--- config.mk ---
export PLATFORM = sky130hd
export DESIGN_NAME = loader_top
export DESIGN_NICKNAME = d
export VERILOG_FILES = /design/src/logic/loader_pkg.sv /design/src/logic/basic_ptr_init.sv /design/src/logic/download_parser.sv /design/src/logic/loader_top.sv /design/src/logic/mem_slot_writer.sv
export SDC_FILE = /design/constraint.sdc
export NUM_CORES = 1
export LEC_CHECK = 0
export BUFFER_PORTS_ARGS = -buffer_cell sky130_fd_sc_hd__buf_2
export CAP_MARGIN = 10
export CORE_MARGIN = 3
export CORE_UTILIZATION = 50
export DETAILED_ROUTE_END_ITERATION = 10
export GPL_ROUTABILITY_DRIVEN = 0
export PLACE_DENSITY = 0.72
export SLEW_MARGIN = 20
export SYNTH_ARGS = -nofsm -noshare
export SYNTH_HDL_FRONTEND = slang
export SYNTH_SLANG_ARGS = --single-unit
export TNS_END_PERCENT = 1
--- constraint.sdc ---
create_clock -name clk_sys -period 8.3 [get_ports clk_sys]
set_clock_uncertainty 0.2 [all_clocks]
set_input_delay 1.66 -clock clk_sys [delete_from_list [all_inputs] [get_ports clk_sys]]
set_output_delay 1.66 -clock clk_sys [all_outputs]
set_load 0.02 [all_outputs]
--- src/logic/loader_pkg.sv ---
// Index codes follow the host download menu; CRT offsets assume a version 1 cartridge header
package loader_pkg;

	// ==============================
	// Data types
	// ==============================

	typedef logic [7:0]  byte_t;    // Download and memory data
	typedef logic [15:0] word16_t;  // Big-endian header fields, PRG addresses

	// ==============================
	// Host download indices
	// ==============================

	// PRG is matched on the low six bits with the top two clear
	localparam byte_t IDX_PRG     = 8'h04;

	// Two menu entries load cartridges
	localparam byte_t IDX_CRT     = 8'h05;
	localparam byte_t IDX_CRT_ALT = 8'hC0;

	localparam byte_t IDX_TAP     = 8'h06;  // Raw tape image

	// ==============================
	// CRT file layout
	// ==============================

	// Hardware type, two bytes, high byte first
	localparam byte_t CRT_HDR_ID     = 8'h16;

	// Line levels the cartridge wants at power-up
	localparam byte_t CRT_HDR_EXROM  = 8'h18;
	localparam byte_t CRT_HDR_GAME   = 8'h19;

	// First CHIP packet follows the fixed header
	localparam byte_t CRT_CHIP_START = 8'h40;

	// CHIP packet layout relative to its first byte
	//   0..3   signature
	//   4..7   packet length including header
	//   8..9   chip type
	//   10..11 bank number
	//   12..13 load address
	//   14..15 image size

endpackage

--- src/logic/basic_ptr_init.sv ---
// Writes only the BASIC pointers in page zero; the PRG is assumed to be loaded for BASIC at $0801
`timescale 1ns/1ps

module basic_ptr_init #(
	parameter int ADDR_W = 25
) (
	input  logic                clk_sys,
	input  logic                reset_n,
	input  logic                prg_done_i,
	input  loader_pkg::word16_t prg_end_i,
	input  logic                busy_i,
	output logic                init_req_o,
	output logic [ADDR_W-1:0]   init_addr_o,
	output loader_pkg::byte_t   init_data_o
);
	import loader_pkg::*;

	localparam logic [8:0] ZP_END = 9'h100;  // One past the last zero-page byte

	logic       active;
	logic [8:0] zp_addr;
	word16_t    end_addr;
	logic       ptr_hit;
	byte_t      ptr_data;

	// ==============================
	// Pointer table
	// ==============================

	always_comb begin
		ptr_hit  = 1'b1;
		ptr_data = 8'h00;
		case (zp_addr[7:0])
			// Program start as after power-up
			8'h2B: ptr_data = 8'h01;
			8'h2C: ptr_data = 8'h08;
			8'hAC, 8'hAD: ptr_data = 8'h00;  // SAVE start
			// Variables, arrays, strings and load end all sit past the program
			8'h2D, 8'h2F, 8'h31, 8'hAE: ptr_data = end_addr[7:0];
			8'h2E, 8'h30, 8'h32, 8'hAF: ptr_data = end_addr[15:8];
			default: ptr_hit = 1'b0;
		endcase
	end

	// ==============================
	// Zero-page walk
	// ==============================

	always_ff @(posedge clk_sys) begin
		if (!reset_n) begin
			active     <= 1'b0;
			zp_addr    <= '0;
			init_req_o <= 1'b0;
		end else begin
			init_req_o <= 1'b0;
			if (prg_done_i) begin
				active   <= 1'b1;
				zp_addr  <= '0;
				end_addr <= prg_end_i;
			end else if (active) begin
				if (zp_addr == ZP_END) begin
					active <= 1'b0;
				end else if (!ptr_hit) begin
					zp_addr <= zp_addr + 1'b1;  // Nothing to store here
				end else if (!busy_i && !init_req_o) begin
					// Writer flags busy one cycle after our strobe, so skip that cycle too
					init_req_o  <= 1'b1;
					init_addr_o <= ADDR_W'(zp_addr[7:0]);
					init_data_o <= ptr_data;
					zp_addr     <= zp_addr + 1'b1;
				end
			end
		end
	end

endmodule

--- src/logic/download_parser.sv ---
// Handles PRG, CRT and TAP only; ioctl_index_i must stay stable while the download level is high
`timescale 1ns/1ps

module download_parser #(
	parameter int                ADDR_W    = 25,
	parameter logic [ADDR_W-1:0] CART_BASE = 'h100000,
	parameter logic [ADDR_W-1:0] TAP_BASE  = 'h200000
) (
	input  logic                clk_sys,
	input  logic                reset_n,
	input  logic                ioctl_download_i,
	input  logic [7:0]          ioctl_index_i,
	input  logic [ADDR_W-1:0]   ioctl_addr_i,
	input  loader_pkg::byte_t   ioctl_data_i,
	input  logic                ioctl_wr_i,
	output logic                req_wr_o,
	output logic [ADDR_W-1:0]   req_addr_o,
	output loader_pkg::byte_t   req_data_o,
	output logic                prg_done_o,
	output loader_pkg::word16_t prg_end_o,
	output loader_pkg::word16_t cart_id_o,
	output loader_pkg::byte_t   cart_exrom_o,
	output loader_pkg::byte_t   cart_game_o,
	output loader_pkg::byte_t   cart_bank_type_o,
	output loader_pkg::word16_t cart_bank_num_o,
	output loader_pkg::word16_t cart_bank_laddr_o,
	output loader_pkg::word16_t cart_bank_size_o,
	output logic                cart_bank_wr_o,
	output logic                cart_attached_o
);
	import loader_pkg::*;

	localparam int ALIGN_W = 13;  // 8 KB chip alignment

	logic              load_prg;
	logic              load_cart;
	logic              load_tap;
	logic              host_wr;
	logic              old_download;
	logic              dl_rise;
	logic              dl_fall;
	logic              chip_area;
	logic [ADDR_W-1:0] load_addr;  // Next memory address to write
	logic [ADDR_W-1:0] tap_addr;
	logic [3:0]        hdr_cnt;    // Position inside a CHIP header, 0 when idle
	logic [31:0]       blk_len;    // Data bytes left in the current CHIP packet

	// ==============================
	// Download decode
	// ==============================

	assign load_prg  = (ioctl_index_i[7:6] == 2'b00) && (ioctl_index_i[5:0] == IDX_PRG[5:0]);
	assign load_cart = (ioctl_index_i == IDX_CRT) || (ioctl_index_i == IDX_CRT_ALT);
	assign load_tap  = (ioctl_index_i == IDX_TAP);

	assign host_wr   = ioctl_wr_i & ioctl_download_i;
	assign dl_rise   = ~old_download & ioctl_download_i;
	assign dl_fall   = old_download & ~ioctl_download_i;
	assign chip_area = (ioctl_addr_i >= ADDR_W'(CRT_CHIP_START));

	// Tape data starts at its base on the very first byte
	assign tap_addr  = (ioctl_addr_i == '0) ? TAP_BASE : load_addr;

	always_ff @(posedge clk_sys) begin
		if (!reset_n) begin
			old_download    <= 1'b0;
			req_wr_o        <= 1'b0;
			prg_done_o      <= 1'b0;
			cart_bank_wr_o  <= 1'b0;
			cart_attached_o <= 1'b0;
			hdr_cnt         <= '0;
			blk_len         <= '0;
		end else begin
			old_download   <= ioctl_download_i;
			req_wr_o       <= 1'b0;
			cart_bank_wr_o <= 1'b0;
			prg_done_o     <= dl_fall & load_prg;  // Kicks off the zero-page walk

			// PRG: two-byte little-endian load address, then payload
			if (host_wr && load_prg) begin
				if (ioctl_addr_i == '0) begin
					load_addr <= ADDR_W'(ioctl_data_i);
					prg_end_o <= {8'h00, ioctl_data_i};
				end else if (ioctl_addr_i == ADDR_W'(1)) begin
					load_addr <= ADDR_W'({ioctl_data_i, load_addr[7:0]});
					prg_end_o <= {ioctl_data_i, prg_end_o[7:0]};
				end else begin
					req_wr_o   <= 1'b1;
					req_addr_o <= load_addr;
					req_data_o <= ioctl_data_i;
					load_addr  <= load_addr + 1'b1;
					prg_end_o  <= prg_end_o + 1'b1;
				end
			end

			// CRT: fixed header fields, then a chain of CHIP packets
			if (host_wr && load_cart) begin
				if (ioctl_addr_i == ADDR_W'(CRT_HDR_ID))       cart_id_o[15:8] <= ioctl_data_i;
				if (ioctl_addr_i == ADDR_W'(CRT_HDR_ID) + 1'b1) cart_id_o[7:0]  <= ioctl_data_i;
				if (ioctl_addr_i == ADDR_W'(CRT_HDR_EXROM))    cart_exrom_o    <= ioctl_data_i;
				if (ioctl_addr_i == ADDR_W'(CRT_HDR_GAME))     cart_game_o     <= ioctl_data_i;

				if (ioctl_addr_i == '0) begin
					load_addr <= CART_BASE;
					blk_len   <= '0;
					hdr_cnt   <= '0;
				end else if (chip_area) begin
					if (blk_len == '0 && hdr_cnt == '0) begin
						hdr_cnt <= 4'd1;  // New packet header
						if (load_addr[ALIGN_W-1:0] != '0) begin
							load_addr <= {load_addr[ADDR_W-1:ALIGN_W] + 1'b1, {ALIGN_W{1'b0}}};
						end
					end else if (hdr_cnt != '0) begin
						hdr_cnt <= hdr_cnt + 1'b1;  // Wraps to 0 after byte 15
						case (hdr_cnt)
							4'd4:  blk_len[31:24] <= ioctl_data_i;
							4'd5:  blk_len[23:16] <= ioctl_data_i;
							4'd6:  blk_len[15:8]  <= ioctl_data_i;
							4'd7:  blk_len[7:0]   <= ioctl_data_i;
							4'd8:  blk_len <= blk_len - 32'd16;  // Length counts the header too
							4'd9:  cart_bank_type_o        <= ioctl_data_i;
							4'd10: cart_bank_num_o[15:8]   <= ioctl_data_i;
							4'd11: cart_bank_num_o[7:0]    <= ioctl_data_i;
							4'd12: cart_bank_laddr_o[15:8] <= ioctl_data_i;
							4'd13: cart_bank_laddr_o[7:0]  <= ioctl_data_i;
							4'd14: cart_bank_size_o[15:8]  <= ioctl_data_i;
							4'd15: begin
								cart_bank_size_o[7:0] <= ioctl_data_i;
								cart_bank_wr_o        <= 1'b1;
							end
							default: ;
						endcase
					end else begin
						blk_len    <= blk_len - 1'b1;
						req_wr_o   <= 1'b1;
						req_addr_o <= load_addr;
						req_data_o <= ioctl_data_i;
						load_addr  <= load_addr + 1'b1;
					end
				end
			end

			// TAP: every byte is stored
			if (host_wr && load_tap) begin
				req_wr_o   <= 1'b1;
				req_addr_o <= tap_addr;
				req_data_o <= ioctl_data_i;
				load_addr  <= tap_addr + 1'b1;
			end

			// A new cartridge detaches the old one until it is complete
			if (load_cart && dl_rise) begin
				cart_attached_o <= 1'b0;
			end else if (load_cart && dl_fall) begin
				cart_attached_o <= 1'b1;
			end
		end
	end

endmodule

--- src/logic/loader_top.sv ---
// File loading path only; the core must provide io_cycle_i and own memory outside the write strobe
`timescale 1ns/1ps

module loader_top #(
	parameter int                ADDR_W    = 25,
	parameter logic [ADDR_W-1:0] CART_BASE = 'h100000,
	parameter logic [ADDR_W-1:0] TAP_BASE  = 'h200000
) (
	input  logic                clk_sys,
	input  logic                reset_n,
	// Host download port
	input  logic                ioctl_download_i,
	input  logic [7:0]          ioctl_index_i,
	input  logic [ADDR_W-1:0]   ioctl_addr_i,
	input  loader_pkg::byte_t   ioctl_data_i,
	input  logic                ioctl_wr_i,
	output logic                ioctl_wait_o,
	// Memory port
	input  logic                io_cycle_i,
	output logic                mem_ce_o,
	output logic                mem_we_o,
	output logic [ADDR_W-1:0]   mem_addr_o,
	output loader_pkg::byte_t   mem_data_o,
	// Cartridge description
	output loader_pkg::word16_t cart_id_o,
	output loader_pkg::byte_t   cart_exrom_o,
	output loader_pkg::byte_t   cart_game_o,
	output loader_pkg::byte_t   cart_bank_type_o,
	output loader_pkg::word16_t cart_bank_num_o,
	output loader_pkg::word16_t cart_bank_laddr_o,
	output loader_pkg::word16_t cart_bank_size_o,
	output logic                cart_bank_wr_o,
	output logic                cart_attached_o
);
	import loader_pkg::*;

	logic              req_wr;
	logic [ADDR_W-1:0] req_addr;
	byte_t             req_data;
	logic              prg_done;
	word16_t           prg_end;
	logic              init_req;
	logic [ADDR_W-1:0] init_addr;
	byte_t             init_data;

	download_parser #(
		.ADDR_W    (ADDR_W),
		.CART_BASE (CART_BASE),
		.TAP_BASE  (TAP_BASE)
	) u_download_parser (
		.clk_sys           (clk_sys),
		.reset_n           (reset_n),
		.ioctl_download_i  (ioctl_download_i),
		.ioctl_index_i     (ioctl_index_i),
		.ioctl_addr_i      (ioctl_addr_i),
		.ioctl_data_i      (ioctl_data_i),
		.ioctl_wr_i        (ioctl_wr_i),
		.req_wr_o          (req_wr),
		.req_addr_o        (req_addr),
		.req_data_o        (req_data),
		.prg_done_o        (prg_done),
		.prg_end_o         (prg_end),
		.cart_id_o         (cart_id_o),
		.cart_exrom_o      (cart_exrom_o),
		.cart_game_o       (cart_game_o),
		.cart_bank_type_o  (cart_bank_type_o),
		.cart_bank_num_o   (cart_bank_num_o),
		.cart_bank_laddr_o (cart_bank_laddr_o),
		.cart_bank_size_o  (cart_bank_size_o),
		.cart_bank_wr_o    (cart_bank_wr_o),
		.cart_attached_o   (cart_attached_o)
	);

	basic_ptr_init #(
		.ADDR_W (ADDR_W)
	) u_basic_ptr_init (
		.clk_sys     (clk_sys),
		.reset_n     (reset_n),
		.prg_done_i  (prg_done),
		.prg_end_i   (prg_end),
		.busy_i      (ioctl_wait_o),
		.init_req_o  (init_req),
		.init_addr_o (init_addr),
		.init_data_o (init_data)
	);

	// Pending flag doubles as host wait
	mem_slot_writer #(
		.ADDR_W (ADDR_W)
	) u_mem_slot_writer (
		.clk_sys     (clk_sys),
		.reset_n     (reset_n),
		.req_wr_i    (req_wr),
		.req_addr_i  (req_addr),
		.req_data_i  (req_data),
		.init_req_i  (init_req),
		.init_addr_i (init_addr),
		.init_data_i (init_data),
		.io_cycle_i  (io_cycle_i),
		.busy_o      (ioctl_wait_o),
		.mem_ce_o    (mem_ce_o),
		.mem_we_o    (mem_we_o),
		.mem_addr_o  (mem_addr_o),
		.mem_data_o  (mem_data_o)
	);

endmodule

--- src/logic/mem_slot_writer.sv ---
// One write in flight at a time; sources must strobe only while busy_o is low
`timescale 1ns/1ps

module mem_slot_writer #(
	parameter int ADDR_W = 25
) (
	input  logic              clk_sys,
	input  logic              reset_n,
	input  logic              req_wr_i,
	input  logic [ADDR_W-1:0] req_addr_i,
	input  loader_pkg::byte_t req_data_i,
	input  logic              init_req_i,
	input  logic [ADDR_W-1:0] init_addr_i,
	input  loader_pkg::byte_t init_data_i,
	input  logic              io_cycle_i,
	output logic              busy_o,
	output logic              mem_ce_o,
	output logic              mem_we_o,
	output logic [ADDR_W-1:0] mem_addr_o,
	output loader_pkg::byte_t mem_data_o
);
	import loader_pkg::*;

	logic              pending;
	logic [ADDR_W-1:0] pend_addr;
	byte_t             pend_data;
	logic              io_cycle_d;
	logic              slot_open;   // I/O slot just ended, bus is ours
	logic              slot_close;
	logic              bus_wr;

	assign slot_open  = ~io_cycle_i & io_cycle_d;
	assign slot_close = io_cycle_i & io_cycle_d;

	assign busy_o   = pending;
	assign mem_ce_o = bus_wr;  // Idle slots issue no access
	assign mem_we_o = bus_wr;

	always_ff @(posedge clk_sys) begin
		if (!reset_n) begin
			pending    <= 1'b0;
			io_cycle_d <= 1'b0;
			bus_wr     <= 1'b0;
		end else begin
			io_cycle_d <= io_cycle_i;

			// ==============================
			// Memory side
			// ==============================
			if (slot_open && pending) begin
				bus_wr     <= 1'b1;
				mem_addr_o <= pend_addr;
				mem_data_o <= pend_data;
				pending    <= 1'b0;  // Frees the register for the next byte
			end else if (slot_close) begin
				bus_wr <= 1'b0;
			end

			// ==============================
			// Request side
			// ==============================
			if (req_wr_i) begin
				pend_addr <= req_addr_i;
				pend_data <= req_data_i;
				pending   <= 1'b1;
			end else if (init_req_i) begin
				pend_addr <= init_addr_i;
				pend_data <= init_data_i;
				pending   <= 1'b1;
			end
		end
	end

endmodule

==> impl_metrics.py, run 1 <==
metrics = {
    "status": {
        "status": "finished clean",
    },
    "timing": {
        "timing.setup.tns_ps": 0,
        "rsz0062_at_grt": "false",
        "slew_headroom": 0.277,
        "fin_hold_ws_ps": 219,
        "max_freq_mhz": 202,
        "finalSetupViolCount": 0,
        "fin_crit_ps": 4960,
        "finalCritPeriodShare": 0.597,
        "hold_viol": 0,
        "drv_slew": 0,
        "tightest_slew_ps": 1080,
    },
    "clocking": {
        "clock_latency_ps": 510,
        "htreeDepth": 2,
        "clockBufferDepth": 3,
        "postCtsResizedCells": 0,
        "postCtsHoldBufs": 0,
        "cts_root_buf": "clkbuf_16",
        "cts_tree": "yes",
        "post_cts_buffers": 0,
        "clock-sinks": 315,
        "cts-buffers-inserted": 34,
        "clk_pin_slew_ps": 60,
    },
    "finish": {
        "postLayoutCoreUtil": 0.591,
        "area_growth_pct": 14.7,
        "final_layout_size_suffix_gt1_frac": 0.188,
        "fillers": 2398,
        "stdcell_area_mm2": 0.0172,
        "fin_cells": 1877,
        "diodes": 0,
        "finalNetCount": 1531,
    },
    "detailed_routing": {
        "drtIter0Drc": 1563,
        "drtAntennaViolNets": 0,
        "drt_wl_total_um": 41000,
        "num_vias": 11800,
        "vias_per_cell": 6.27,
        "drc_errors": 0,
        "post_drt_wl_per_cell_um": 21.8,
        "first_pass_iters": 8,
    },
    "floorplan": {
        "die-width_um": 179,
        "die_h_um": 179,
        "start_util": 0.515,
        "rows": 62,
        "core_mm2": 0.0292,
        "dieArea_mm2": 0.0322,
        "ios": 172,
    },
    "synth": {
        "synth_fa_ha_area_frac": 0.0142,
        "synth-seq-cells": 315,
        "synth_cell_type_count": 79,
        "synthMostInstantiatedCell": "edfxtp_1",
        "synthTopCellsByCount": "edfxtp_1 (260), nand2_1 (116), nor2_1 (105), o21ai_0 (84), a21oi_1 (80)",
        "synth_top_area_frac": 0.520,
        "synth_top_family_by_area": "simple AND/OR/NAND/NOR gates",
        "synth-main-ff-cell": "edfxtp_1",
        "seq_area_frac_synth": 0.593,
        "synth.avg_cell_area_um2": 11.3,
        "synth_nets": 1395,
        "synthMuxAreaShare": 0.0221,
        "synthTopCellsByArea": "edfxtp_1 (52%), dfxtp_1 (7.3%), nand2_1 (2.9%)",
        "synth_edf_count": 260,
        "async_reset_ff_frac": 0,
        "synthSimpleGateAreaFrac": 0.161,
        "ys_warn_count": 0,
        "synth-compound-area-share": 0.146,
        "netlist_area_mm2": 0.0150,
        "syn_inst": 1332,
        "synth_top_area_cell": "edfxtp_1",
        "synthXorXnorAreaFrac": 0.0350,
    },
    "global_routing": {
        "grt-ovfl-total": 0,
        "grt_start_max_net_pins": 57,
        "grtUsageTotal": 0.254,
        "grt_pass1_vias": 11000,
        "grt_pass1_wl_um": 63600,
        "antenna_found_initial": 0,
    },
    "worst_setup_path": {
        "required_ps": 8360,
        "worstSetupPathType": "in -> reg",
        "cp-start-kind": "input port",
        "crit_path_end_kind": "flip-flop",
        "crit_arrival_ps": 5020,
        "path_max_fanout": 24,
    },
    "placement": {
        "place_area_mm2": 0.0161,
        "dp_hpwl_um": 27700,
        "port_buffers": 171,
        "placedCellCount": 1816,
    },
    "power_and_ir_drop": {
        "p_per_area_mw_per_mm2": 194,
        "power.leakage_uw": 0.00619,
        "ir_worst_vdd_mv": 0.180,
    },
    "flow_run": {
        "drv_cap": 0,
    },
    "worst_hold_path": {
        "hold_class": "reg -> reg",
    },
}
[state kept, by name, summed over array words and instances (netlist names), 9 cells and up]
signal and cells:
u_download_parser.blk_len 32, u_download_parser.load_addr 25, u_download_parser.req_addr_o 25, u_mem_slot_writer.mem_addr_o 25, u_mem_slot_writer.pend_addr 25, u_basic_ptr_init.end_addr 16, u_download_parser.cart_bank_laddr_o 16, u_download_parser.cart_bank_num_o 16
u_download_parser.cart_bank_size_o 16, u_download_parser.cart_id_o 16, u_download_parser.prg_end_o 16, u_basic_ptr_init.zp_addr 9
[layout make-up]
class | instances | area (um2) | share of cell area
Tap cell | 384 | 480 | 0.0279
Clock buffer | 42 | 881 | 0.0511
Inverter | 25 | 93.8 | 0.00544
Multi-Input combinational cell | 908 | 5710 | 0.331
Timing Repair Buffer | 184 | 956 | 0.0555
Clock inverter | 19 | 211 | 0.0123
Sequential cell | 315 | 8910 | 0.517
[cell families after synthesis]
family | after synthesis
AO/OA/AOI/OAI | 333
buffers and inverters | 109
adder cells (fa/ha/maj) | 17
multiplexers | 30
flip-flops | 315
AND/OR/NAND/NOR | 468
XOR/XNOR | 60
[cell usage in the layout, fill, tap and decap left out, types with 9 or more instances in the layout]
master	count
nor3_1	36
ha_1	17
nand3_1	46
or4_1	9
edfxtp_1	260
or3_1	12
a22oi_1	12
dfxtp_1	55
xnor2_1	30
buf_2	170
a22o_1	30
and2_1	36
and3_1	23
xor2_1	30
nand2_1	116
o211ai_1	14
nand4_1	15
a31oi_1	17
mux2_2	21
nor4_1	18
buf_4	14
inv_1	25
a21oi_1	80
clkbuf_16	34
o21ai_0	84
o22ai_1	18
nor2_1	103
[critical path: stages]
cell and delay [ps]:
buf_2 110, nor4_1 450, nand4_1 280, nor3_4 690
buf_4 410, nor3_1 200, nor2_1 310, nand2_1 530
a22o_1 360
[stage by stage]
step	power, uW	setup slack [ps]
floorplan	1820	3720
global placement	1870	3030
detailed placement	1870	2890
CTS	3350	3430
global route	3430	3140
finish	3340	3340
[report_power, final]
group	leakage (uW)	internal, uW	switching, uW	total (uW)
registers	0.00285	1720	24.3	1740
clock network	0.000528	885	608	1490
logic	0.00281	35.8	64.2	100
[path summary, 6_finish.rpt]
check                           slack (ps)                             from                          endpoint  cells past startpoint
worst max-delay path                  3340                 ioctl_addr_i[12]   u_download_parser.req_addr_o[2]                      9
worst min-delay path                   220  u_mem_slot_writer.pend_addr[10]  u_mem_slot_writer.mem_addr_o[10]                      0
worst max register to register        4300      u_basic_ptr_init.zp_addr[4]   u_basic_ptr_init.init_data_o[6]                      5
worst min register to register         220  u_mem_slot_writer.pend_addr[10]  u_mem_slot_writer.mem_addr_o[10]                      0
[per-layer routing]
layer | part of all wire | vias to the layer above | GRT usage
li1 | - | 5320 | -
met1 | 0.41 | 5643 | 0.360
met2 | 0.46 | 677 | 0.393
met3 | 0.095 | 122 | 0.0426
met4 | 0.039 | 0 | 0.100
met5 | 0 | - | 0
No activity file was read; power rests on OpenSTA's default activity.
==> inputs of run 2 (changes only) <==
Settings changed: ABC_AREA set to 1, PLACE_DENSITY 0.72 to 0.74.
Clock period 8.3 ns to 4.15 ns, I/O delays scaled along.
==> run 2 against run 1 <==
  * First-iteration DRC count up 16%
  * Critical path type is now reg -> reg
  * Sequential cell count is the same
  * Critical path depth grew 1
  * Die area grew 10%
==> impl_metrics.py, run 2 <==
metrics = {
    "clocking": {
        "clk_pin_slew_ps": 60,
        "cts-buffers-inserted": 35,
        "clock-sinks": 315,
        "clock_latency_ps": 520,
        "cts_tree": "yes",
        "htreeDepth": 2,
        "postCtsResizedCells": 0,
        "clockBufferDepth": 3,
        "post_cts_buffers": 0,
        "cts_root_buf": "clkbuf_16",
        "postCtsHoldBufs": 0,
    },
    "synth": {
        "synthXorXnorAreaFrac": 0.0280,
        "synth_edf_count": 260,
        "synthMostInstantiatedCell": "nand2_1",
        "synth-seq-cells": 315,
        "synthTopCellsByArea": "edfxtp_1 (47%), nand2_1 (10%), dfxtp_1 (6.6%)",
        "synth_cell_type_count": 53,
        "synthSimpleGateAreaFrac": 0.248,
        "synth_fa_ha_area_frac": 0.0128,
        "ys_warn_count": 0,
        "syn_inst": 1922,
        "synth-main-ff-cell": "edfxtp_1",
        "synthTopCellsByCount": "nand2_1 (458), edfxtp_1 (260), nor2_1 (228), inv_1 (217), nand3_1 (131)",
        "synth_top_area_cell": "edfxtp_1",
        "synth-compound-area-share": 0.0991,
        "synth_top_area_frac": 0.470,
        "netlist_area_mm2": 0.0166,
        "synth.avg_cell_area_um2": 8.64,
        "async_reset_ff_frac": 0,
        "synth_nets": 1985,
        "synthMuxAreaShare": 0.00746,
        "synth_top_family_by_area": "simple AND/OR/NAND/NOR gates",
        "seq_area_frac_synth": 0.536,
    },
    "worst_setup_path": {
        "cp_slowest_cell": "dfxtp_1",
        "crit_path_start": "u_download_parser.hdr_cnt[0]",
        "cp.depth": 10,
        "cp-start-kind": "flip-flop",
        "slowest_delay_ps": 420,
        "required_ps": 4170,
        "r2r_start": "u_download_parser.hdr_cnt[0]",
        "crit_arrival_ps": 3370,
        "worstSetupPathType": "reg -> reg",
        "rr_worst_depth": 10,
        "crit_path_end_kind": "flip-flop",
        "cp_top_family": "simple AND/OR/NAND/NOR gates",
        "path_max_fanout": 18,
        "cpMostUsedCell": "inv_1",
        "ff2ff_setup_slack_ps": 810,
        "endpoint": "u_download_parser.cart_bank_laddr_o[9]",
        "r2r-end": "u_download_parser.cart_bank_laddr_o[9]",
        "crit_path_cell_trace": "inv_1, ha_1, inv_1, nor2_4, nand2_1, inv_1, nand2_1, nand3_1, nor3_1, buf_4",
        "critical_path_buf_inv_count": 4,
    },
    "timing": {
        "finalSetupViolCount": 0,
        "tightest_slew_ps": 937,
        "rsz0062_at_grt": "false",
        "finalCritPeriodShare": 0.806,
        "max_freq_mhz": 299,
        "slew_headroom": 0.375,
        "timing.setup.tns_ps": 0,
        "drv_slew": 0,
        "fin_crit_ps": 3340,
        "hold_viol": 0,
    },
    "status": {
        "status": "finished clean",
    },
    "finish": {
        "largest_reg_flops": 32,
        "stdcell_area_mm2": 0.0192,
        "top_register": "u_download_parser.blk_len",
        "mostFrequentLayoutCell": "nand2_1",
        "fin_cells": 2575,
        "fillers": 2801,
        "final_cell_mix": "nand2_1 (458), edfxtp_1 (260), nor2_1 (226)",
        "final_layout_size_suffix_gt1_frac": 0.152,
        "seq_area_mm2": 0.00891,
        "postLayoutCoreUtil": 0.587,
        "finalNetCount": 2170,
        "area_growth_pct": 15.3,
        "multiInputGateArea_mm2": 0.00658,
    },
    "floorplan": {
        "core_mm2": 0.0326,
        "die-width_um": 188,
        "ios": 172,
        "start_util": 0.509,
        "die_h_um": 188,
        "rows": 66,
        "dieArea_mm2": 0.0354,
    },
    "power_and_ir_drop": {
        "power.leakage_uw": 0.00827,
        "seqPwrFrac": 0.507,
        "power_frac_comb": 0.039,
        "power.share.switching": 0.216,
        "p_sw_uw": 1480,
        "p_clk_frac": 0.454,
        "ir_worst_vdd_mv": 0.288,
        "power.internal_uw": 5380,
        "p_per_area_mw_per_mm2": 358,
    },
    "flow_run": {
        "drv_cap": 0,
    },
    "detailed_routing": {
        "vias_per_cell": 5.72,
        "drtAntennaViolNets": 0,
        "drtIter0Drc": 1818,
        "drc_errors": 0,
        "first_pass_iters": 6,
        "num_vias": 14700,
        "drt_wl_total_um": 47900,
        "post_drt_wl_per_cell_um": 18.6,
    },
    "worst_hold_path": {
        "hold_class": "reg -> reg",
        "holdPathStages": 0,
    },
    "placement": {
        "dp_hpwl_um": 34400,
        "port_buffers": 171,
        "place_area_mm2": 0.0180,
        "placedCellCount": 2512,
    },
    "global_routing": {
        "grt_pass1_vias": 14000,
        "grt-ovfl-total": 0,
        "grt_pass1_wl_um": 75200,
        "grtUsageTotal": 0.264,
        "antenna_found_initial": 1,
        "grt_start_max_net_pins": 69,
    },
}
==> run 2: cell types whose count changed after synthesis, sizes merged, moves of 30 or more <==
cell    before  now
a21oi       80  110
and2        37    0
clkbuf      66   20
inv         25  223
nand2      117  468
nand3       47  136
nor2       105  255
o21ai       86  118
==> run 2: kinds of logic after synthesis <==
family          after synthesis
simple gates                953
flops                       315
compound gates              295
buf+inv                     278
xor+xnor                     53
fa+ha+maj                    17
mux                          11
==> run 2: power groups by stage <==
| stage | sequential, uW | clock, uW | combinational [uW] |
|---|---|---|---|
| after floorplan | 3520 | 0 | 156 |
| after global placement | 3540 | 0 | 252 |
| after detailed placement | 3540 | 0 | 259 |
| after CTS | 3480 | 3160 | 261 |
| after global routing | 3480 | 3280 | 298 |
| final | 3480 | 3110 | 269 |
==> run 2: how the worst min path moves through the flow <==
stage / from / slack, ps / end
after floorplan: u_mem_slot_writer.pend_addr[0] / 200 / u_mem_slot_writer.mem_addr_o[0]
after global placement: u_mem_slot_writer.pend_data[7] / 200 / u_mem_slot_writer.mem_data_o[7]
after detailed placement: u_mem_slot_writer.pend_addr[14] / 200 / u_mem_slot_writer.mem_addr_o[14]
after CTS: u_mem_slot_writer.pend_addr[14] / 220 / u_mem_slot_writer.mem_addr_o[14]
after global routing: u_mem_slot_writer.pend_addr[5] / 220 / u_mem_slot_writer.mem_addr_o[5]
final: u_mem_slot_writer.pend_addr[14] / 220 / u_mem_slot_writer.mem_addr_o[14]
==> run 2: area by class of cell <==
type                            instances  share of cell area
Inverter                              224              0.0439
Timing Repair Buffer                  202              0.0576
Clock inverter                         11             0.00673
Clock buffer                           51              0.0538
Multi-Input combinational cell       1329               0.344
Antenna cell                            1            0.000131
Tap cell                              442              0.0289
Sequential cell                       315               0.465
==> run 2: metrics by stage <==
stage	worst slack [ps]	total power (uW)	hold slack, ps
after floorplan	890	3680	200
after global placement	665	3790	200
after detailed placement	639	3800	205
after CTS	872	6900	216
after global routing	689	7050	221
final	807	6860	216
==> run 2: worst reg2reg max path, cell delays in order (launching register included) <==
cell and delay (ps):
dfxtp_1 420, inv_1 120, ha_1 220, inv_1 170, nor2_4 110, nand2_1 260
inv_1 370, nand2_1 360, nand3_1 320, nor3_1 290, buf_4 220
==> run 2: per-layer routing <==
layer | global-route usage | vias up | share of wire
met4 | 0.120 | 0 | 0.048
met1 | 0.348 | 6792 | 0.39
li1 | - | 6846 | -
met2 | 0.428 | 897 | 0.46
met3 | 0.0487 | 190 | 0.10
met5 | 0 | - | 0
